### src/icache_pkg.sv
// Shared widths and encodings for the instruction cache.
// Imported by every cache module; the geometry here is fixed for the
// whole design, only the set count is a module parameter.

package icache_pkg;

  // associativity, also the number of dwords in a block
  localparam int WAYS = 4;

  localparam int BLOCK_OFFSET_W = 5;
  localparam int PAGE_OFFSET_W = 12;

  typedef logic [31:0] paddr_t;

  // page tag is everything above the untranslated offset
  typedef logic [$bits(paddr_t)-PAGE_OFFSET_W-1:0] ptag_t;
  typedef logic [PAGE_OFFSET_W-1:0] page_offset_t;

  typedef logic [63:0] dword_t;
  typedef logic [31:0] instr_t;
  typedef logic [WAYS*$bits(dword_t)-1:0] block_t;

  typedef logic [$clog2(WAYS)-1:0] way_t;

  // opcodes of the fill engine's tag packets
  typedef enum logic [1:0] {
    TAG_OP_CLEAR_SET  = 2'd0,
    TAG_OP_INVALIDATE = 2'd1,
    TAG_OP_SET_TAG    = 2'd2
  } tag_op_e;

endpackage

### src/icache_miss_ctrl.sv
// Miss handling of the instruction cache.
// A missing TV fetch raises a block request; the replacement way follows
// one cycle later with the metadata valid. Fetch acceptance stalls from
// the request until the fill engine signals completion.

`timescale 1ns/100ps

module icache_miss_ctrl
  import icache_pkg::*;
  (
  input  logic            clk_i,
  input  logic            reset_i,

  input  logic            tv_v_i,
  input  logic            tv_hit_i,
  input  paddr_t          tv_paddr_i,
  input  logic [WAYS-1:0] tv_valid_i,
  input  way_t            lru_victim_i,

  input  logic            cache_req_ready_i,
  input  logic            cache_req_complete_i,
  input  logic            vaddr_v_i,

  output logic            cache_req_v_o,
  output paddr_t          cache_req_addr_o,
  output logic            cache_req_metadata_v_o,
  output way_t            repl_way_o,

  output logic            miss_o,
  output logic            vaddr_ready_o,
  output logic            accept_o
);

  logic miss_tv;
  logic pending_r;
  logic miss_busy;
  logic inv_exist;
  way_t inv_way;

  assign miss_tv = tv_v_i & ~tv_hit_i;

  // a second miss behind an outstanding one is only reported
  assign cache_req_v_o = miss_tv & cache_req_ready_i & ~pending_r;
  assign cache_req_addr_o = {tv_paddr_i[$bits(paddr_t)-1:BLOCK_OFFSET_W],
                             {BLOCK_OFFSET_W{1'b0}}};

  always_comb begin
    inv_exist = 1'b0;
    inv_way = '0;
    for (int w = WAYS-1; w >= 0; w--) begin
      if (!tv_valid_i[w]) begin
        inv_exist = 1'b1;
        inv_way = way_t'(w);
      end
    end
  end

  always_ff @(posedge clk_i) begin
    if (reset_i) begin
      cache_req_metadata_v_o <= 1'b0;
      pending_r <= 1'b0;
    end else begin
      cache_req_metadata_v_o <= cache_req_v_o;
      if (cache_req_v_o) begin
        pending_r <= 1'b1;
      end else if (cache_req_complete_i) begin
        pending_r <= 1'b0;
      end
    end
  end

  // invalid ways fill before anything is evicted
  always_ff @(posedge clk_i) begin
    if (cache_req_v_o) begin
      repl_way_o <= inv_exist ? inv_way : lru_victim_i;
    end
  end

  assign miss_busy = cache_req_v_o | pending_r;
  assign vaddr_ready_o = cache_req_ready_i & ~miss_busy;
  assign accept_o = vaddr_v_i & vaddr_ready_o;
  assign miss_o = miss_tv;

endmodule

### config.mk
export PLATFORM = sky130hd
export DESIGN_NAME = icache_miss_ctrl
export DESIGN_NICKNAME = d
export VERILOG_FILES = /design/src/icache_pkg.sv /design/src/icache_miss_ctrl.sv
export SDC_FILE = /design/constraint.sdc
export NUM_CORES = 1
export LEC_CHECK = 0
export BUFFER_PORTS_ARGS = -buffer_cell sky130_fd_sc_hd__buf_2
export CORE_MARGIN = 2
export CORE_UTILIZATION = 26
export CTS_CLUSTER_SIZE = 16
export DETAILED_ROUTE_END_ITERATION = 8
export HOLD_SLACK_MARGIN = 0.02
export PLACE_DENSITY = 0.83
export REMOVE_ABC_BUFFERS = 1
export SKIP_LAST_GASP = 1
export SLEW_MARGIN = 20
export SYNTH_ARGS = -nofsm -noshare
export SYNTH_HDL_FRONTEND = slang
export SYNTH_SLANG_ARGS = --single-unit
### constraint.sdc
create_clock -name clk_i -period 1.8 [get_ports clk_i]
set_clock_uncertainty 0.15 [all_clocks]
set_input_delay 0.18 -clock clk_i [delete_from_list [all_inputs] [get_ports clk_i]]
set_output_delay 0.18 -clock clk_i [all_outputs]
set_load 0.02 [all_outputs]
==> results.json <==
{
  "io_buffers": 19,
  "worst-path-max-fanout": 3,
  "seq_area_um2": 100,
  "numCtsBuffers": 3,
  "start_util_pct": 28.1,
  "synthFlopType": "edfxtp_1",
  "top_layer_used": "met3",
  "rsz0062_at_grt": "no",
  "drt-met1-wl_um": 258,
  "first_global_vias": 282,
  "first_pass_iters": 2,
  "min-delay-start": "cache_req_complete_i",
  "grt_max_degree": 4,
  "fin_util_pct": 23.3,
  "multiInputGateArea_um2": 96.3,
  "clk_path_buf_depth": 2,
  "die_x_um": 44.8,
  "r2r-end": "repl_way_o[1]",
  "yosys.cell_types.count": 15,
  "postSynthAreaPerCell_um2": 8.66,
  "clock-sinks": 4,
  "netlist_area_um2": 433,
  "cts_resized": 0,
  "area_growth_syn_to_layout_pct": -17.1,
  "seq_area_frac_synth_pct": 23.1,
  "synthTopCellsByCount": "buf_4 (32), inv_1 (3), dfxtp_1 (2), edfxtp_1 (2)",
  "dieHeight_um": 44.8,
  "critical_path_class": "flip-flop to primary output",
  "drive_above_1_share_pct": 52.2,
  "yosysTopAreaCell": "buf_4",
  "grt_pass1_wl_um": 1910,
  "whs_ns": 0.0708,
  "rr_startpoint": "pending_r",
  "async_flop_share_pct": 0,
  "hp-class": "input pin to flip-flop",
  "tns_ns": 0,
  "routed_wl_um": 1500,
  "rows": 14,
  "dr_wl_met3_um": 541,
  "die_area_um2": 2010,
  "arrival_ns": 1.05,
  "setup_viol_count_final": 0,
  "grt_overflow": 0,
  "min_to": "pending_r",
  "ant_nets": 0,
  "synth_area_leaders": "buf_4 (55%), edfxtp_1 (14%), dfxtp_1 (9.2%), nor2b_4 (3.2%), nor3b_2 (2.9%)",
  "status": "complete, no violations",
  "finalMaxSlewViolations": 0,
  "drc": 0,
  "cp-end-kind": "primary output",
  "clkTransAtPathRegs_ns": 0.04,
  "wl_met2_um": 697,
  "worst_slack_ns": 0.415,
  "p_per_area_nw_per_um2": 763,
  "clk-insertion-delay-late_ns": 0.22,
  "finalCritPeriodShare_pct": 76.9,
  "finalHoldViolCount": 0,
  "drt_iter0_markers": 1,
  "clock.fmax_ghz": 0.722,
  "vias": 267,
  "fin_cells": 62,
  "synth_cells": 50,
  "placed_cells": 57,
  "dp_hpwl_um": 1400,
  "place.gp.congestion": 0.729,
  "power_leakage_nw": 0.198,
  "ys_ff_latch": 4,
  "maxCapViolations": 0,
  "ys_warn_count": 0,
  "fin_crit_ns": 1.38,
  "rr_worst_depth": 2,
  "synth.most_common_cell": "buf_4",
  "cp.required_ns": 1.47,
  "cp-start-kind": "flip-flop",
  "holdPathStages": 3,
  "htree_levels": 1,
  "routed_via_density": 4.31,
  "synth_edf_count": 2,
  "cts_root_buf": "clkbuf_4",
  "fill_cells": 179,
  "antenna_found_initial": 0,
  "grt_usage_pct": 15.6,
  "ios": 84,
  "nets": 92,
  "core_area_um2": 1540,
  "dpl_worst_slack_ns": 0.602,
  "vdd_drop_max_uv": 202,
  "r2r_slack_ns": 0.72,
  "wl_per_cell_um": 24.2,
  "cts_tree": "yes",
  "n_antenna_cell": 0,
  "synth_top_area_share_pct": 55.5
}
-- flip-flops by register name, indices dropped and copies added (netlist names) --
name / count
pending_r: 1
cache_req_metadata_v_o: 1
repl_way_o: 2
-- report_power, final --
part	total [mW]	switching, mW	internal (mW)
logic	0.0539	0.0316	0.0223
registers	0.100	0.000980	0.0995
clock network	0.120	0.0364	0.0832
-- cells in the final DEF (no fill, tap or decap) --
cell           instances
o311a_1                1
nor3b_2                1
edfxtp_1               2
a21oi_1                1
nand3b_1               1
nand2b_1               1
nor2_1                 1
o21ai_0                1
buf_2                 19
and2_1                 1
dfxtp_1                2
clkbuf_4               3
nor2b_4                1
conb_1                 5
inv_1                  3
dlygate4sd3_1          1
a21boi_0               1
clkbuf_1               1
-- worst max-delay path, cell delays in order (launching register included) --
cell	delay [ns]
dfxtp_1	0.32
nand3b_1	0.21
inv_1	0.13
buf_2	0.18
-- metal layers --
metal | vias up | global-route usage, %
li1 | 111 | -
met1 | 106 | 8.33
met2 | 50 | 23.2
met3 | 0 | 27.6
met4 | 0 | 3.53
met5 | - | 0
-- worst max path at each step --
stage / startpoint / cells past startpoint / to
floorplan: pending_r / 2 / accept_o
global placement: tv_v_i / 5 / accept_o
detailed placement: tv_hit_i / 5 / cache_req_v_o
CTS: pending_r / 3 / cache_req_v_o
global route: pending_r / 3 / cache_req_v_o
finish: pending_r / 3 / cache_req_v_o
-- logic make-up (layout without fill, tap and decap cells) --
group,Yosys count,after routing,share of synthesized area [%]
buffers and inverters,35,27,58.1
AND/OR/NAND/NOR,6,6,11.6
AO/OA/AOI/OAI,4,4,6.36
flip-flops,4,4,23.1
other,1,5,0.866
-- final cells by class --
cell class	instances	area share, %
Multi-Input combinational cell	15	26.8
Tap cell	16	5.57
Inverter	3	3.14
Sequential cell	4	27.9
Timing Repair Buffer	20	29.3
Clock buffer	4	7.32
-- timing repair --
item	CTS	global route
setup buffers	0	0
hold buffers	1	0
endpoints found under the hold margin	2	0
-- metrics by stage --
stage          area [um2]  total power [mW]
2_1_floorplan         208             0.132
3_3_place_gp          323             0.153
3_5_place_dp          323             0.154
4_1_cts               359             0.277
5_1_grt               359             0.296
6_report              359             0.274
Power figures use the tool's default switching activity.
