## config.mk

```make
export PLATFORM = sky130hd
export DESIGN_NAME = icache_tag_array
export DESIGN_NICKNAME = d
export VERILOG_FILES = /design/src/icache_pkg.sv /design/src/icache_tag_array.sv
export SDC_FILE = /design/constraint.sdc
export NUM_CORES = 1
export LEC_CHECK = 0
export BUFFER_PORTS_ARGS = -buffer_cell sky130_fd_sc_hd__buf_4
export CAP_MARGIN = 20
export CORE_ASPECT_RATIO = 1.5
export CORE_MARGIN = 4
export CORE_UTILIZATION = 27
export CTS_BUF_LIST = sky130_fd_sc_hd__clkbuf_8 sky130_fd_sc_hd__clkbuf_16
export DETAILED_ROUTE_END_ITERATION = 8
export PLACE_DENSITY = 0.41
export SLEW_MARGIN = 40
export SYNTH_ARGS = -nofsm -noshare
export SYNTH_HDL_FRONTEND = slang
export SYNTH_SLANG_ARGS = --single-unit
```

## constraint.sdc

```tcl
create_clock -name clk_i -period 2.2 [get_ports clk_i]
set_input_delay 0.11 -clock clk_i [delete_from_list [all_inputs] [get_ports clk_i]]
set_output_delay 0.11 -clock clk_i [all_outputs]
set_load 0.05 [all_outputs]
```

## src/icache_pkg.sv

```systemverilog
// Shared widths and encodings for the instruction cache.
// Imported by every cache module; the geometry here is fixed for the
// whole design, only the set count is a module parameter.

package icache_pkg;

  // associativity, also the number of dwords in a block
  localparam int WAYS = 4;

  localparam int BLOCK_OFFSET_W = 5;
  localparam int PAGE_OFFSET_W = 12;

  typedef logic [31:0] paddr_t;

  // page tag is everything above the untranslated offset
  typedef logic [$bits(paddr_t)-PAGE_OFFSET_W-1:0] ptag_t;
  typedef logic [PAGE_OFFSET_W-1:0] page_offset_t;

  typedef logic [63:0] dword_t;
  typedef logic [31:0] instr_t;
  typedef logic [WAYS*$bits(dword_t)-1:0] block_t;

  typedef logic [$clog2(WAYS)-1:0] way_t;

  // opcodes of the fill engine's tag packets
  typedef enum logic [1:0] {
    TAG_OP_CLEAR_SET  = 2'd0,
    TAG_OP_INVALIDATE = 2'd1,
    TAG_OP_SET_TAG    = 2'd2
  } tag_op_e;

endpackage

```

## src/icache_tag_array.sv

```systemverilog
// Tag store and valid bits of the instruction cache.
// A read strobe returns every way of one set on the next cycle.
// Tag packets from the fill engine clear a set, drop a way or install a tag.

`timescale 1ns/100ps

module icache_tag_array
  import icache_pkg::*;
  #(parameter int sets_p = 16,
    localparam int index_w_lp = $clog2(sets_p)
  ) (
  input  logic                  clk_i,
  input  logic                  reset_i,

  input  logic                  rd_v_i,
  input  logic [index_w_lp-1:0] rd_index_i,

  input  logic                  tag_pkt_v_i,
  input  tag_op_e               tag_pkt_op_i,
  input  logic [index_w_lp-1:0] tag_pkt_index_i,
  input  way_t                  tag_pkt_way_i,
  input  ptag_t                 tag_pkt_tag_i,

  output ptag_t [WAYS-1:0]      tags_o,
  output logic  [WAYS-1:0]      valid_o
);

  ptag_t [WAYS-1:0] tag_mem [sets_p];
  logic [sets_p-1:0][WAYS-1:0] valid_r;

  always_ff @(posedge clk_i) begin
    if (reset_i) begin
      valid_r <= '0;
    end else if (tag_pkt_v_i) begin
      case (tag_pkt_op_i)
        TAG_OP_CLEAR_SET: valid_r[tag_pkt_index_i] <= '0;
        TAG_OP_INVALIDATE: valid_r[tag_pkt_index_i][tag_pkt_way_i] <= 1'b0;
        TAG_OP_SET_TAG: valid_r[tag_pkt_index_i][tag_pkt_way_i] <= 1'b1;
        default: begin
        end
      endcase
    end
  end

  // tag bits only change on a set-tag packet
  always_ff @(posedge clk_i) begin
    if (tag_pkt_v_i && (tag_pkt_op_i == TAG_OP_SET_TAG)) begin
      tag_mem[tag_pkt_index_i][tag_pkt_way_i] <= tag_pkt_tag_i;
    end
  end

  always_ff @(posedge clk_i) begin
    if (rd_v_i) begin
      tags_o  <= tag_mem[rd_index_i];
      valid_o <= valid_r[rd_index_i];
    end
  end

endmodule

```

==> summary.md <==
| Metric | Value |
|---|---|
| Outcome | finished, final reports clean |
| Postcts setup bufs | 0 |
| Critical path's top delay family | buffers and inverters |
| # fillers | 18,700 |
| TritonCTS Buffers | 148 |
| Worst Path Required | 2660 ps |
| Ys Warns | 0 |
| RSZ-0062 raised after global routing | false |
| DRC | 0 |
| Hold_sp | rd_index_i[0] |
| Most frequent cells in the layout | edfxtp_1, mux4_2, buf_4 |
| Fin. Hold Viols | 0 |
| Min Tclk post-route | 2030 ps |
| Met2 Use GR | 25.7% |
| Clk slew on worst S/H paths | 60 ps |
| Die Y | 554 um |
| Worst slew margin | 44.4% |
| Total gr overflow | 0 |
| Worst Skew | 31.6 ps |
| Slew @ Worst Pin | 835 ps |
| Die W | 372 um |
| Cts repair resizes | 0 |
| Hold Path Stages | 4 |
| IO Port Bufs | 119 |
| Final setup viols | 0 |
| Routed WL | 150,000 um |
| CTS H-tree lvls | 4 |
| Number of synthesized flops with an enable pin | 1,364 |
| P_leak | 20.9 nW |
| Hold WC Path Type | input pin to flop |
| Post-Place Worst Slack | 59.6 ps |
| Post-Syn Area | 53,600 um2 |
| Worst Setup Start Kind | input pin |
| RePlAce Congestion | 0.753 |
| Tot GR Track Use | 14.5% |
| Detailed placement HPWL | 86,600 um |
| Vias in the first global route | 28,100 |
| Met1 Use GR | 18.5% |
| WL per Instance | 27.1 um |
| Initial Utilization | 27.1% |
| Placed inst area | 59,700 um2 |
| Hold worst-path end | tags_o[20]$_DFFE_PP_ |
| CP bufs+invs | 6 |
| CP Capture Type | flop |
| Critical-path cell with the highest stage delay | dlygate4sd3_1 |
| DRT iter0 DRCs | 2,083 |
| Synth cell types | 26 |
| DR vias | 26,000 |
| CP cell instances | dlygate4sd3_1, buf_4, nand2_1, nor3_1, dlygate4sd3_1, buf_4, nand2_1, inv_1, buf_12 |
| RR Endpoint | tags_o[33]$_DFFE_PP_ |
| Reg2reg setup slack | 540 ps |
| Clock Latency Late Sink | 790 ps |
| Max Slew Vio Count | 0 |
| Met3 usage | 1.99% |
| Synth-to-Final Area Change | 20.9% |
| Worst Setup Slack, final | 173 ps |
| Die area | 206,000 um2 |
| Share of cells above drive strength 1 | 29.7% |
| Worst path arrival time | 2490 ps |
| CP Class | input pin to flop |
| # rows | 200 |
| First-pass GRT wire length | 213,000 um |
| Area of the core | 198,000 um2 |
| CTS tree | yes |
| Pwr dens | 893 nW/um2 |
| Post-synth ARST share | 0% |
| CTS Root Cell | clkbuf_16 |
| Fin crit share | 92.1% |
| Pin count of the biggest net entering global routing | 65 |
| Seq/Total Area, Yosys | 78.7% |
| # IOs | 120 |
| Max Cap Violations | 0 |
| Mapped Avg Cell Area | 21.7 um2 |
| Peak Freq | 493 MHz |
| Clock Sinks | 1,428 |
| DR pass1 iterations | 6 |
| Peak VDD IR | 519 uV |
| DR vias/cell | 4.69 |
| Syn_nets | 2,504 |
| Layout Nets | 2,839 |
| Reg2reg start | tag_mem[11][33]$_DFFE_PP_ |
| Most common flop cell mapped by yosys | edfxtp_1 |
| CP peak stage delay | 660 ps |
| Worst-case clock buffer depth | 4 |
| Design area | 64,900 um2 |
| Crit path max fanout | 20 |
| Post-Synthesis Cells | 2,468 |
| Antenna violations before repair | 15 |
| Worst r2r path cells | 4 |
| Min Hold Slack | 107 ps |
| Top Usage Layer GRT | met2 |
| Commonest non-fill, non-tap cell in the layout | edfxtp_1 |
| Final TNS setup | 0 ps |
| ANT nets after route | 0 |
| Post-synthesis register bit count | 1,428 |
## synth_stat cells, types with 6 or more instances
| library cell | n | share of area, % |
|---|---|---|
| buf_6 | 7 | 0.15 |
| nor2_1 | 13 | 0.091 |
| a22oi_1 | 128 | 1.8 |
| o21ai_0 | 67 | 0.63 |
| mux4_2 | 336 | 14 |
| nand2_1 | 161 | 1.1 |
| inv_1 | 65 | 0.45 |
| nand3_1 | 6 | 0.056 |
| edfxtp_1 | 1364 | 76 |
| dfxtp_1 | 64 | 2.4 |
| buf_2 | 45 | 0.42 |
| nor2b_1 | 9 | 0.10 |
| nor3_1 | 7 | 0.065 |
| a21oi_1 | 64 | 0.60 |
| clkbuf_1 | 67 | 0.47 |
| buf_1 | 9 | 0.063 |
| a22oi_2 | 40 | 0.93 |
## through the flow
stage,utilization (%),cells,power (mW)
2_1_floorplan,-,2468,32.3
3_3_place_gp,30.2,5240,33.8
3_5_place_dp,30.2,5240,33.8
4_1_cts,32.8,5528,58.8
5_1_grt,32.8,5532,60.0
6_report,32.8,5541,57.9
## per-layer routing
| metal | part of all wire, % | vias to the layer above | routed length, um |
|---|---|---|---|
| li1 | - | 10900 | - |
| met4 | 2.3 | 2 | 3530 |
| met1 | 42 | 14200 | 62700 |
| met3 | 3.9 | 219 | 5840 |
| met2 | 52 | 652 | 78100 |
| met5 | 0.0087 | - | 13 |
## layout make-up
class                   count  area (um2)  share of cell area (%)
diodes                     11        27.5                  0.0424
clock buffers             152        3780                    5.83
clock inverters            99         897                    1.38
inverters                  65         244                   0.376
multi-input cells         843       10600                    16.3
flip-flops and latches   1428       42200                    65.1
well taps                2626        3290                    5.07
repair buffers            317        3820                    5.89
## kinds of logic after synthesis
group,synth area share (%)
AO/OA/AOI/OAI,3.97
buffers and inverters,1.60
flip-flops,78.7
multiplexers,14.1
AND/OR/NAND/NOR,1.58
## timing repair
item | in CTS | in global routing
endpoints found under the hold margin | 1014 | 0
endpoints found under the setup margin | 0 | 10
hold buffers | 37 | 0
## worst reg2reg max path, stage by stage, from the launching register on
cell,delay [ps]
edfxtp_1,370
mux4_2,470
a22oi_1,340
buf_4,200
nand2_1,50
## flip-flops by register name (all words and copies together), names as in the netlist
register / flops
tag_mem: 1280
tags_o: 80
valid_r: 64
valid_o: 4
## power breakdown
group | internal (mW) | total (mW) | switching, mW
combinational | 1.11 | 3.13 | 2.02
sequential | 30.0 | 30.1 | 0.117
clock | 14.3 | 24.7 | 10.4
total | 45.4 | 57.9 | 12.5
## how the worst max path moves through the flow
stage          depth (start not counted)                  endpoint               start
3_5_place_dp                           5      tags_o[16]$_DFFE_PP_       rd_index_i[0]
6_report                               9  tag_mem[12][9]$_DFFE_PP_  tag_pkt_index_i[2]
2_1_floorplan                          5   tag_mem[1][0]$_DFFE_PP_     tag_pkt_op_i[0]
4_1_cts                                8  tag_mem[7][48]$_DFFE_PP_  tag_pkt_index_i[3]
5_1_grt                                9  valid_r[32]$_SDFFE_PP0P_     tag_pkt_op_i[0]
3_3_place_gp                           5      tags_o[16]$_DFFE_PP_       rd_index_i[0]
Note: power is estimated with default switching activity, not from simulation.
