$ cat config.mk
export PLATFORM = sky130hd
export DESIGN_NAME = icache_lru
export DESIGN_NICKNAME = d
export VERILOG_FILES = /design/src/icache_pkg.sv /design/src/icache_lru.sv
export SDC_FILE = /design/constraint.sdc
export NUM_CORES = 1
export LEC_CHECK = 0
export BUFFER_PORTS_ARGS = -buffer_cell sky130_fd_sc_hd__buf_4
export CAP_MARGIN = 25
export CORE_ASPECT_RATIO = 1.75
export CORE_MARGIN = 4
export CORE_UTILIZATION = 55
export DETAILED_ROUTE_END_ITERATION = 6
export PLACE_DENSITY = 0.78
export SYNTH_ARGS = -nofsm -noshare
export SYNTH_HDL_FRONTEND = slang
export SYNTH_SLANG_ARGS = --single-unit
$ cat constraint.sdc
create_clock -name clk_i -period 2.18 [get_ports clk_i]
set_clock_uncertainty 0.2 [all_clocks]
set_input_delay 0.327 -clock clk_i [delete_from_list [all_inputs] [get_ports clk_i]]
set_output_delay 0.327 -clock clk_i [all_outputs]
set_load 0.1 [all_outputs]
$ cat src/icache_pkg.sv
// Shared widths and encodings for the instruction cache.
// Imported by every cache module; the geometry here is fixed for the
// whole design, only the set count is a module parameter.

package icache_pkg;

  // associativity, also the number of dwords in a block
  localparam int WAYS = 4;

  localparam int BLOCK_OFFSET_W = 5;
  localparam int PAGE_OFFSET_W = 12;

  typedef logic [31:0] paddr_t;

  // page tag is everything above the untranslated offset
  typedef logic [$bits(paddr_t)-PAGE_OFFSET_W-1:0] ptag_t;
  typedef logic [PAGE_OFFSET_W-1:0] page_offset_t;

  typedef logic [63:0] dword_t;
  typedef logic [31:0] instr_t;
  typedef logic [WAYS*$bits(dword_t)-1:0] block_t;

  typedef logic [$clog2(WAYS)-1:0] way_t;

  // opcodes of the fill engine's tag packets
  typedef enum logic [1:0] {
    TAG_OP_CLEAR_SET  = 2'd0,
    TAG_OP_INVALIDATE = 2'd1,
    TAG_OP_SET_TAG    = 2'd2
  } tag_op_e;

endpackage

$ cat src/icache_lru.sv
// Tree pseudo-LRU state of the instruction cache, WAYS-1 bits per set.
// Node 0 is the root, node n has children 2n+1 (lower) and 2n+2 (upper).
// Each bit points at the less recently used half, 0 for the lower one.
// The victim of the addressed set is encoded combinationally; a hit
// points the bits on its path away from the hit way.

`timescale 1ns/100ps

module icache_lru
  import icache_pkg::*;
  #(parameter int sets_p = 16,
    localparam int index_w_lp = $clog2(sets_p)
  ) (
  input  logic                  clk_i,
  input  logic                  reset_i,

  input  logic [index_w_lp-1:0] index_i,
  input  logic                  hit_v_i,
  input  way_t                  hit_way_i,

  output way_t                  victim_o
);

  localparam int levels_lp = $clog2(WAYS);

  logic [sets_p-1:0][WAYS-2:0] lru_r;
  logic [WAYS-2:0] bits_cur;
  logic [WAYS-2:0] bits_upd;

  assign bits_cur = lru_r[index_i];

  // walk from the root following the pointers
  always_comb begin : encode
    int node;
    node = 0;
    victim_o = '0;
    for (int l = 0; l < levels_lp; l++) begin
      victim_o[levels_lp-1-l] = bits_cur[node];
      node = 2*node + 1 + int'(bits_cur[node]);
    end
  end

  always_comb begin : update
    int node;
    node = 0;
    bits_upd = bits_cur;
    for (int l = 0; l < levels_lp; l++) begin
      bits_upd[node] = ~hit_way_i[levels_lp-1-l];
      node = 2*node + 1 + int'(hit_way_i[levels_lp-1-l]);
    end
  end

  always_ff @(posedge clk_i) begin
    if (reset_i) begin
      lru_r <= '0;
    end else if (hit_v_i) begin
      lru_r[index_i] <= bits_upd;
    end
  end

endmodule

==> results of run 1 <==
==> synth_stat cells, types with 3 or more instances <==
library cell | count | area share
nor2b_1 | 4 | 0.011
dfxtp_1 | 48 | 0.42
clkbuf_1 | 9 | 0.015
buf_2 | 3 | 0.0066
mux4_2 | 4 | 0.040
inv_1 | 3 | 0.0050
a211oi_2 | 3 | 0.017
nor2_1 | 65 | 0.11
nor3_1 | 17 | 0.037
a22oi_1 | 5 | 0.017
mux2i_1 | 22 | 0.097
a211oi_1 | 32 | 0.11
==> worst max-delay path by stage <==
| stage | slack, ps | end | depth (start not counted) |
|---|---|---|---|
| after floorplan | -890 | victim_o[0] | 7 |
| after global placement | -250 | victim_o[0] | 7 |
| after detailed placement | -250 | victim_o[0] | 8 |
| after CTS | -270 | victim_o[0] | 6 |
| after global routing | -320 | victim_o[0] | 6 |
| final | -300 | victim_o[0] | 6 |
==> power breakdown <==
part	switching, mW	internal (mW)
Combinational	0.164	0.117
Sequential	0.00948	0.893
Clock	0.294	0.341
Total	0.467	1.35
==> cell families (layout without fill, tap and decap cells) <==
kind of cell	after synthesis	count (layout)	synth area share
and+or+nand+nor	102	102	0.2024
AOI/OAI and AO/OA	49	49	0.1771
DFF	48	48	0.4224
muxes	28	28	0.1463
buffers and inverters	20	47	0.05170
==> critical path: stages (launching register included) <==
cell	delay (ps)
dfxtp_2	340
mux4_2	470
nor2b_4	150
a211oi_4	210
a21oi_4	70
mux2i_4	210
buf_12	200
==> through the flow <==
step / area [um^2] / setup WS (ps)
CTS: 2671 / -271.9
global route: 2671 / -316.7
finish: 2671 / -298.7
floorplan: 2311 / -893.5
detailed placement: 2522 / -251.3
global placement: 2522 / -251.8
==> layout make-up <==
| cell class | instances | area [um^2] | area share |
|---|---|---|---|
| repair buffers | 36 | 295.3 | 0.1105 |
| flip-flops and latches | 48 | 962.2 | 0.3602 |
| multi-input cells | 179 | 1235 | 0.4623 |
| inverters | 3 | 11.26 | 0.004215 |
| clock buffers | 6 | 72.57 | 0.02717 |
| clock inverters | 2 | 35.03 | 0.01311 |
| well taps | 48 | 60.06 | 0.02248 |
==> per-layer routing <==
| layer | wire length, um | share of wire |
|---|---|---|
| met3 | 168 | 0.031 |
| met5 | 0 | 0 |
| met2 | 2864 | 0.54 |
| met4 | 145 | 0.027 |
| met1 | 2161 | 0.40 |
==> repair_timing <==
item                                   in CTS  in global routing
endpoints found under the hold margin       0                  0
gates resized for setup                    10                  0
pin swaps                                   1                  0
setup endpoints to repair                   2                  2
==> flow_summary_export.csv, run 1 <==
group,metric,value,unit
timing,layout_min_cycle_time,2479,ps
timing,slew-limit-headroom,0.6323,
critical_path,worst-r2r-setup-slack,220,ps
critical_path,launching_instance_or_port_of_the_critical_path,"lru_r[9]$_SDFFE_PP0P_",
yosys,synth_seq_area_share,0.4224,
cells_and_area,biggestRegsByFlops,"lru_r: 48 flops",
global_route,gr-usage-all-layers,0.2171,
critical_path,critical_path_arrival,1950,ps
yosys,syn-mean-instance-area,9.209,um^2
clock_tree,clock_insertion_delay_worst_skew,300,ps
timing,maximum_clock_frequency,403.4,MHz
global_route,grt_start_max_net_pins,49,
worst_hold_path,hold_path.class,"in -> reg",
yosys,ys.flop_type,"dfxtp_1",
die,die_x,56.62,um
route,detail_route.wl_per_cell,16.58,um
global_route,grt_first_pass_wirelength,8942,um
route,number_of_search_and_repair_iterations_in_the_first_detailed_routing_pass,4,
die,placement_rows,30,
clock_tree,cts_buffers,5,
cells_and_area,n_antenna_cell,0,
cells_and_area,post_layout_util,0.6778,
timing,timing.final.max_slew_violations,0,
worst_hold_path,hold_path_startpoint,"reset_i",
global_route,gr-usage-met2,0.3900,
clock_tree,clock_pin_slew_worst_setup_and_hold_paths,90,ps
cells_and_area,layout-area-overhead-vs-synth,17.44,%
critical_path,start_kind,"flip-flop",
route,route.detailed.drc,0,
clock_tree,largest_buffer_count_on_any_clock_path,2,
power,ir_worst_vdd,0.6534,mV
yosys,post_synth_num_cell_types,35,
global_route,globalRoute.totalOverflow,0,
power,cellPowerDensity,680.6,nW/um^2
clock_tree,cts_hold_buffers,0,
yosys,mapped_nets,256,
global_route,number_of_global_route_vias_before_repair,1868,
cells_and_area,design.final.nets,282,
cells_and_area,instances_no_fill,322,
die,die_height,93.08,um
die,die-area,5269,um^2
worst_hold_path,hold_path_depth,2,
timing,setup-violations-final,2,
critical_path,endpoint_kind,"output port",
critical_path,worstReg2RegEnd,"lru_r[46]$_SDFFE_PP0P_",
timing,final.period_utilization,1.137,
timing,worst_slack,-298.7,ps
power,p_leak,0.9487,nW
die,initial_utilization,0.5771,
global_route,grt_use_met3,0.03039,
worst_hold_path,worst_hold_path.endpoint,"lru_r[2]$_SDFFE_PP0P_",
clock_tree,clk_root_buffer_cell,"clkbuf_8",
yosys,asyncSetResetFlopFracSynth,0,
yosys,synthCells,247,
clock_tree,htree_levels,2,
yosys,synth_enable_flop_cells,0,
critical_path,r2r_start,"lru_r[7]$_SDFFE_PP0P_",
route,avgViaCountPerCell,5.826,
route,wirelength,5340,um
flow_run,maxCapViolations,0,
die,core-area,3941,um^2
outcome,violations,"setup timing",
cells_and_area,largest_register_ff_count,48,
global_route,grt_use_met1,0.2435,
cells_and_area,highest_count_cells_in_the_layout_ignoring_fill_and_taps,"nor2_1 (65), dfxtp_1 (47), buf_4 (34)",
outcome,run_status,"finished, violations left",
cells_and_area,layout-drive-gt1-share,0.2226,
timing,worst_pin_slew,551.6,ps
yosys,post_synth_instance_area,2275,um^2
die,floorplan.io_pins,11,
yosys,synth_seq_cells,48,
critical_path,critical_path.max_fanout,2,
timing,timing.final.hold_violations,0,
timing,final_hold_slack,266.5,ps
critical_path,worstRegToRegCells,6,
route,drt.antenna.violating_nets,0,
place,place_hpwl,3873,um
place,port_buffers,10,
clock_tree,cts.repair_timing.setup_buffer_count,0,
critical_path,worstPathRequired,1650,ps
place,rd_place_congestion,0.8033,
clock_tree,numClockSinks,48,
cells_and_area,mostFrequentLayoutCell,"nor2_1",
cells_and_area,regMostFlops,"lru_r",
route,route.vias.total,1876,
power,design_power_total,1.818,mW
clock_tree,cts_tree,"done",
global_route,grt_antenna_before_repair,0,
place,placed_cells,314,
critical_path,timing_worst_setup_path_type,"reg -> out",
global_route,globalRoute.busiestLayer,"met2",
timing,setup_repair_after_global_routing_missed_its_margin,"true",
cells_and_area,fillcell_total,314,
timing,setup_total_negative_slack,-505.1,ps
yosys,number_of_warning_messages_in_the_yosys_log,0,
route,first_iter_violations,56,
Power figures use the tool's default switching activity.
==> run 2, diff against run 1 <==
--- a/config.mk
+++ b/config.mk
@@ -9,9 +9,9 @@
 export CAP_MARGIN = 25
 export CORE_ASPECT_RATIO = 1.75
 export CORE_MARGIN = 4
-export CORE_UTILIZATION = 55
+export CORE_UTILIZATION = 54
 export DETAILED_ROUTE_END_ITERATION = 6
-export PLACE_DENSITY = 0.78
+export PLACE_DENSITY = 0.79
 export SYNTH_ARGS = -nofsm -noshare
 export SYNTH_HDL_FRONTEND = slang
 export SYNTH_SLANG_ARGS = --single-unit
==> constraint.sdc (replaced) <==
create_clock -name clk_i -period 2.24 [get_ports clk_i]
set_clock_uncertainty 0.2 [all_clocks]
set_input_delay 0.336 -clock clk_i [delete_from_list [all_inputs] [get_ports clk_i]]
set_output_delay 0.336 -clock clk_i [all_outputs]
set_load 0.1 [all_outputs]
==> flow_summary_export.csv, run 2 (same netlist as run 1, synthesis figures left out) <==
group,metric,value,unit
outcome,run_status,"finished, violations left",
outcome,violations,"setup timing",
cells_and_area,biggestRegsByFlops,"lru_r: 48 flops",
global_route,grt_first_pass_wirelength,10080,um
power,ir_worst_vdd,0.5169,mV
global_route,grt_antenna_before_repair,0,
global_route,globalRoute.totalOverflow,0,
timing,layout_min_cycle_time,2444,ps
place,port_buffers,10,
place,place_hpwl,4236,um
route,drt.antenna.violating_nets,0,
timing,worst_slack,-203.8,ps
critical_path,endpoint_kind,"output port",
die,initial_utilization,0.5533,
critical_path,worstPathRequired,1700,ps
timing,setup_repair_after_global_routing_missed_its_margin,"true",
timing,maximum_clock_frequency,409.2,MHz
power,cellPowerDensity,639.3,nW/um^2
critical_path,critical_path.max_fanout,2,
cells_and_area,layout-drive-gt1-share,0.2299,
timing,setup-violations-final,2,
global_route,grt_start_max_net_pins,49,
route,wirelength,5901,um
cells_and_area,n_antenna_cell,0,
cells_and_area,layout-area-overhead-vs-synth,17.66,%
timing,timing.final.hold_violations,0,
route,first_iter_violations,79,
global_route,number_of_global_route_vias_before_repair,2088,
clock_tree,clk_root_buffer_cell,"clkbuf_8",
route,number_of_search_and_repair_iterations_in_the_first_detailed_routing_pass,5,
route,avgViaCountPerCell,6.071,
critical_path,worstReg2RegEnd,"lru_r[4]$_SDFFE_PP0P_",
route,detail_route.wl_per_cell,18.27,um
place,placed_cells,315,
critical_path,critical_path_arrival,1910,ps
route,route.detailed.drc,0,
clock_tree,cts_tree,"done",
clock_tree,cts_buffers,5,
timing,final_hold_slack,263.1,ps
cells_and_area,instances_no_fill,323,
die,core-area,4111,um^2
clock_tree,clock_pin_slew_worst_setup_and_hold_paths,90,ps
timing,final.period_utilization,1.091,
flow_run,maxCapViolations,0,
place,rd_place_congestion,0.8238,
die,die-area,5355,um^2
timing,timing.final.max_slew_violations,0,
cells_and_area,highest_count_cells_in_the_layout_ignoring_fill_and_taps,"nor2_1 (65), dfxtp_1 (46), buf_4 (33)",
critical_path,start_kind,"flip-flop",
die,placement_rows,31,
clock_tree,largest_buffer_count_on_any_clock_path,2,
global_route,gr-usage-all-layers,0.2441,
die,floorplan.io_pins,11,
cells_and_area,mostFrequentLayoutCell,"nor2_1",
critical_path,worstRegToRegCells,7,
worst_hold_path,hold_path_depth,2,
cells_and_area,largest_register_ff_count,48,
timing,worst_pin_slew,495.3,ps
cells_and_area,design.final.nets,282,
timing,slew-limit-headroom,0.6698,
cells_and_area,sequential_cell_area,963.4,um^2
worst_hold_path,hold_path_startpoint,"reset_i",
cells_and_area,multi_input_area,1235,um^2
worst_hold_path,worst_hold_path.endpoint,"lru_r[32]$_SDFFE_PP0P_",
critical_path,worst-r2r-setup-slack,430,ps
cells_and_area,fillcell_total,316,
die,die_x,57.06,um
critical_path,timing_worst_setup_path_type,"reg -> out",
clock_tree,numClockSinks,48,
cells_and_area,regMostFlops,"lru_r",
clock_tree,clock_insertion_delay_worst_skew,310,ps
route,route.vias.total,1961,
critical_path,r2r_start,"lru_r[28]$_SDFFE_PP0P_",
clock_tree,htree_levels,2,
worst_hold_path,hold_path.class,"in -> reg",
die,die_height,93.86,um
power,p_leak,0.9426,nW
run 2: report_power, final:
group | internal (mW) | switching [mW]
registers | 0.870 | 0.0102
clock network | 0.250 | 0.301
logic | 0.116 | 0.164
total | 1.24 | 0.476
run 2: repair_timing:
item,in CTS,in global routing
gates resized for setup,10,1
hold buffers,0,0
pin swaps,1,1
buffers inserted,0,0
endpoints found under the setup margin,2,2
run 2: area by class of cell:
type                       count  area share
tap                           49     0.02291
clock buffer                   6     0.03086
multi-input combinational    179      0.4614
sequential                    48      0.3600
timing repair buffer          36      0.1150
clock inverter                 2    0.005610
inverter                       3    0.004208
run 2: worst max-delay path by stage:
stage                          start          end  slack [ps]  cells past startpoint
5_1_grt        lru_r[9]$_SDFFE_PP0P_  victim_o[0]        -250                      6
2_1_floorplan             index_i[0]  victim_o[0]        -850                      7
6_report       lru_r[9]$_SDFFE_PP0P_  victim_o[0]        -200                      6
4_1_cts        lru_r[9]$_SDFFE_PP0P_  victim_o[0]        -210                      6
3_3_place_gp              index_i[0]  victim_o[0]        -190                      7
3_5_place_dp              index_i[0]  victim_o[0]        -200                      7
run 2: layer usage:
metal  GRT usage  vias up  share of wire
li1            -      940              -
met1      0.2587      914           0.36
met2      0.4237       80           0.53
met3     0.04127       27          0.048
met4      0.1760        0          0.056
met5           0        -              0
run 2: worst max-delay path: stages, from the launching register on:
cell and delay, ps:
dfxtp_2 340, mux4_2 460, nor2b_4 140, a211oi_4 200, a21oi_4 70, mux2i_4 200, buf_12 200
run 2: per-stage QoR:
stage               setup TNS, ps  cell area [um^2]  setup WS (ps)  power [mW]    util
detailed placement         -330.2              2536         -197.0       1.159  0.6169
global route               -417.5              2676         -254.7       1.759  0.6509
CTS                        -330.6              2669         -207.1       1.707  0.6491
floorplan                  -895.3              2311         -851.5       1.077       -
finish                     -309.2              2676         -203.8       1.711  0.6509
global placement           -275.0              2536         -187.6       1.152  0.6169
==> run 3, diff against run 2 <==
==> config.mk (replaced) <==
export PLATFORM = sky130hd
export DESIGN_NAME = icache_lru
export DESIGN_NICKNAME = d
export VERILOG_FILES = /design/src/icache_pkg.sv /design/src/icache_lru.sv
export SDC_FILE = /design/constraint.sdc
export NUM_CORES = 1
export LEC_CHECK = 0
export CAP_MARGIN = 25
export CORE_ASPECT_RATIO = 1.75
export CORE_MARGIN = 4
export CORE_UTILIZATION = 55
export DETAILED_ROUTE_END_ITERATION = 6
export DONT_BUFFER_PORTS = 1
export GPL_ROUTABILITY_DRIVEN = 0
export PLACE_DENSITY = 0.78
export SYNTH_ARGS = -nofsm -noshare
export SYNTH_HDL_FRONTEND = slang
export SYNTH_SLANG_ARGS = --single-unit
==> flow_summary_export.csv, run 3 (same netlist as run 1, synthesis figures left out) <==
group,metric,value,unit
critical_path,crit_path_top_delay_cell,"mux4_2",
global_route,gr-usage-all-layers,0.2109,
outcome,run_status,"finished, violations left",
die,floorplan.io_pins,11,
critical_path,critical_path.max_fanout,2,
global_route,grt_start_max_net_pins,49,
clock_tree,cts_tree,"done",
critical_path,timing_worst_setup_path_type,"reg -> out",
cells_and_area,design.final.nets,258,
timing,setup_repair_after_global_routing_missed_its_margin,"true",
die,core-area,3941,um^2
route,avgViaCountPerCell,6.010,
route,wirelength,4976,um
route,drt.antenna.violating_nets,0,
route,detail_route.wl_per_cell,16.70,um
timing,timing.final.hold_violations,0,
cells_and_area,highest_count_cells_in_the_layout_ignoring_fill_and_taps,"nor2_1 (65), dfxtp_1 (47), a211oi_1 (32)",
worst_hold_path,hold_path.class,"in -> reg",
power,ir_worst_vdd,0.4970,mV
timing,setup_total_negative_slack,-281.1,ps
timing,final.period_utilization,1.082,
critical_path,start_kind,"flip-flop",
critical_path,critical_path.max_stage_delay,460,ps
clock_tree,largest_buffer_count_on_any_clock_path,2,
cells_and_area,layout-drive-gt1-share,0.1400,
cells_and_area,n_antenna_cell,0,
timing,layout_min_cycle_time,2423,ps
global_route,number_of_global_route_vias_before_repair,1850,
critical_path,cp_cell_sequence,"mux4_2, nor2b_4, a211oi_4, a21oi_4, mux2i_4, buf_12",
route,route.vias.total,1791,
place,pre_cts_slack,9.201,ps
critical_path,endpoint_kind,"output port",
cells_and_area,regMostFlops,"lru_r",
die,initial_utilization,0.5771,
global_route,globalRoute.totalOverflow,0,
clock_tree,clk_root_buffer_cell,"clkbuf_8",
die,die-area,5269,um^2
timing,slew-limit-headroom,0.5534,
critical_path,cpLargestDelayFamily,"multiplexers",
route,number_of_search_and_repair_iterations_in_the_first_detailed_routing_pass,4,
die,placement_rows,30,
cells_and_area,multi_input_area,1235,um^2
die,die_height,93.08,um
power,p_leak,0.8272,nW
cells_and_area,layout-area-overhead-vs-synth,9.406,%
die,die_x,56.62,um
cells_and_area,biggestRegsByFlops,"lru_r: 48 flops",
clock_tree,htree_levels,2,
power,design_power_total,1.614,mW
critical_path,critical_path_arrival,1890,ps
clock_tree,clock_pin_slew_worst_setup_and_hold_paths,80,ps
global_route,grt_antenna_before_repair,0,
cells_and_area,largest_register_ff_count,48,
flow_run,maxCapViolations,0,
power,cellPowerDensity,648.6,nW/um^2
route,first_iter_violations,76,
cells_and_area,fillcell_total,351,
timing,maximum_clock_frequency,412.7,MHz
route,route.detailed.drc,0,
critical_path,worstPathRequired,1700,ps
clock_tree,cts_buffers,5,
timing,setup-violations-final,2,
clock_tree,numClockSinks,48,
timing,worst_slack,-183.3,ps
outcome,violations,"setup timing",
cells_and_area,sequential_cell_area,962.2,um^2
critical_path,critical_path_buf_inv_count,1,
clock_tree,clock_insertion_delay_worst_skew,300,ps
timing,timing.final.max_slew_violations,0,
place,port_buffers,0,
timing,worst_pin_slew,667.7,ps
timing,final_hold_slack,128.5,ps
place,place_hpwl,3452,um
cells_and_area,mostFrequentLayoutCell,"nor2_1",
global_route,grt_first_pass_wirelength,8604,um
run 3: changes by cell type in the layout (fill, tap and decap cells not counted), sizes merged:
| cell | change |
|---|---|
| buf | -25 |
| clkbuf | +2 |
| clkinvlp | -2 |
| dlygate4sd3 | +1 |
run 3: path summary, 6_finish.rpt:
check,startpoint,end,slack [ps],cells past startpoint
worst min-delay path,reset_i,lru_r[31]$_SDFFE_PP0P_,130,2
worst max-delay path,lru_r[9]$_SDFFE_PP0P_,victim_o[0],-180,6
worst min register to register,lru_r[5]$_SDFFE_PP0P_,lru_r[5]$_SDFFE_PP0P_,300,2
worst max register to register,lru_r[28]$_SDFFE_PP0P_,lru_r[43]$_SDFFE_PP0P_,310,6
run 3: metal layers:
| metal | vias up | routed length, um | track usage | part of all wire |
|---|---|---|---|---|
| met1 | 835 | 1935 | 0.2266 | 0.39 |
| li1 | 895 | - | - | - |
| met2 | 51 | 2599 | 0.3745 | 0.52 |
| met3 | 10 | 300 | 0.05110 | 0.060 |
| met4 | 0 | 140 | 0.1069 | 0.028 |
| met5 | - | 0 | 0 | 0 |
run 3: final cells by class:
class	count	area share
multi-input combinational	179	0.4962
sequential	48	0.3866
timing repair buffer	12	0.05229
clock buffer	8	0.03620
tap	48	0.02413
inverter	3	0.004525
run 3: worst register-to-register path, stage by stage, from the launching register on:
cell and delay, ps:
dfxtp_1 340, mux2_2 150, o22ai_1 90, buf_4 150, o32ai_4 510, nor2_4 160
a211oi_1 240
run 3: timing repair:
action,in CTS,in global routing
setup buffers,1,0
hold endpoints to repair,48,0
resized for setup,6,1
setup endpoints to repair,2,2
hold buffers,2,0
pin swaps,1,0
run 3: per-stage QoR:
step           instance area, um^2  utilization  instances
2_1_floorplan                 2311            -        247
3_3_place_gp                  2332       0.5917        287
3_5_place_dp                  2332       0.5917        287
4_1_cts                       2481       0.6295        298
5_1_grt                       2489       0.6314        298
6_report                      2489       0.6314        298
run 3: where the power goes:
group / switching (mW) / internal (mW) / leakage (nW)
sequential: 0.00862 / 0.869 / 0.389
clock: 0.269 / 0.252 / 0.0455
combinational: 0.127 / 0.0881 / 0.393
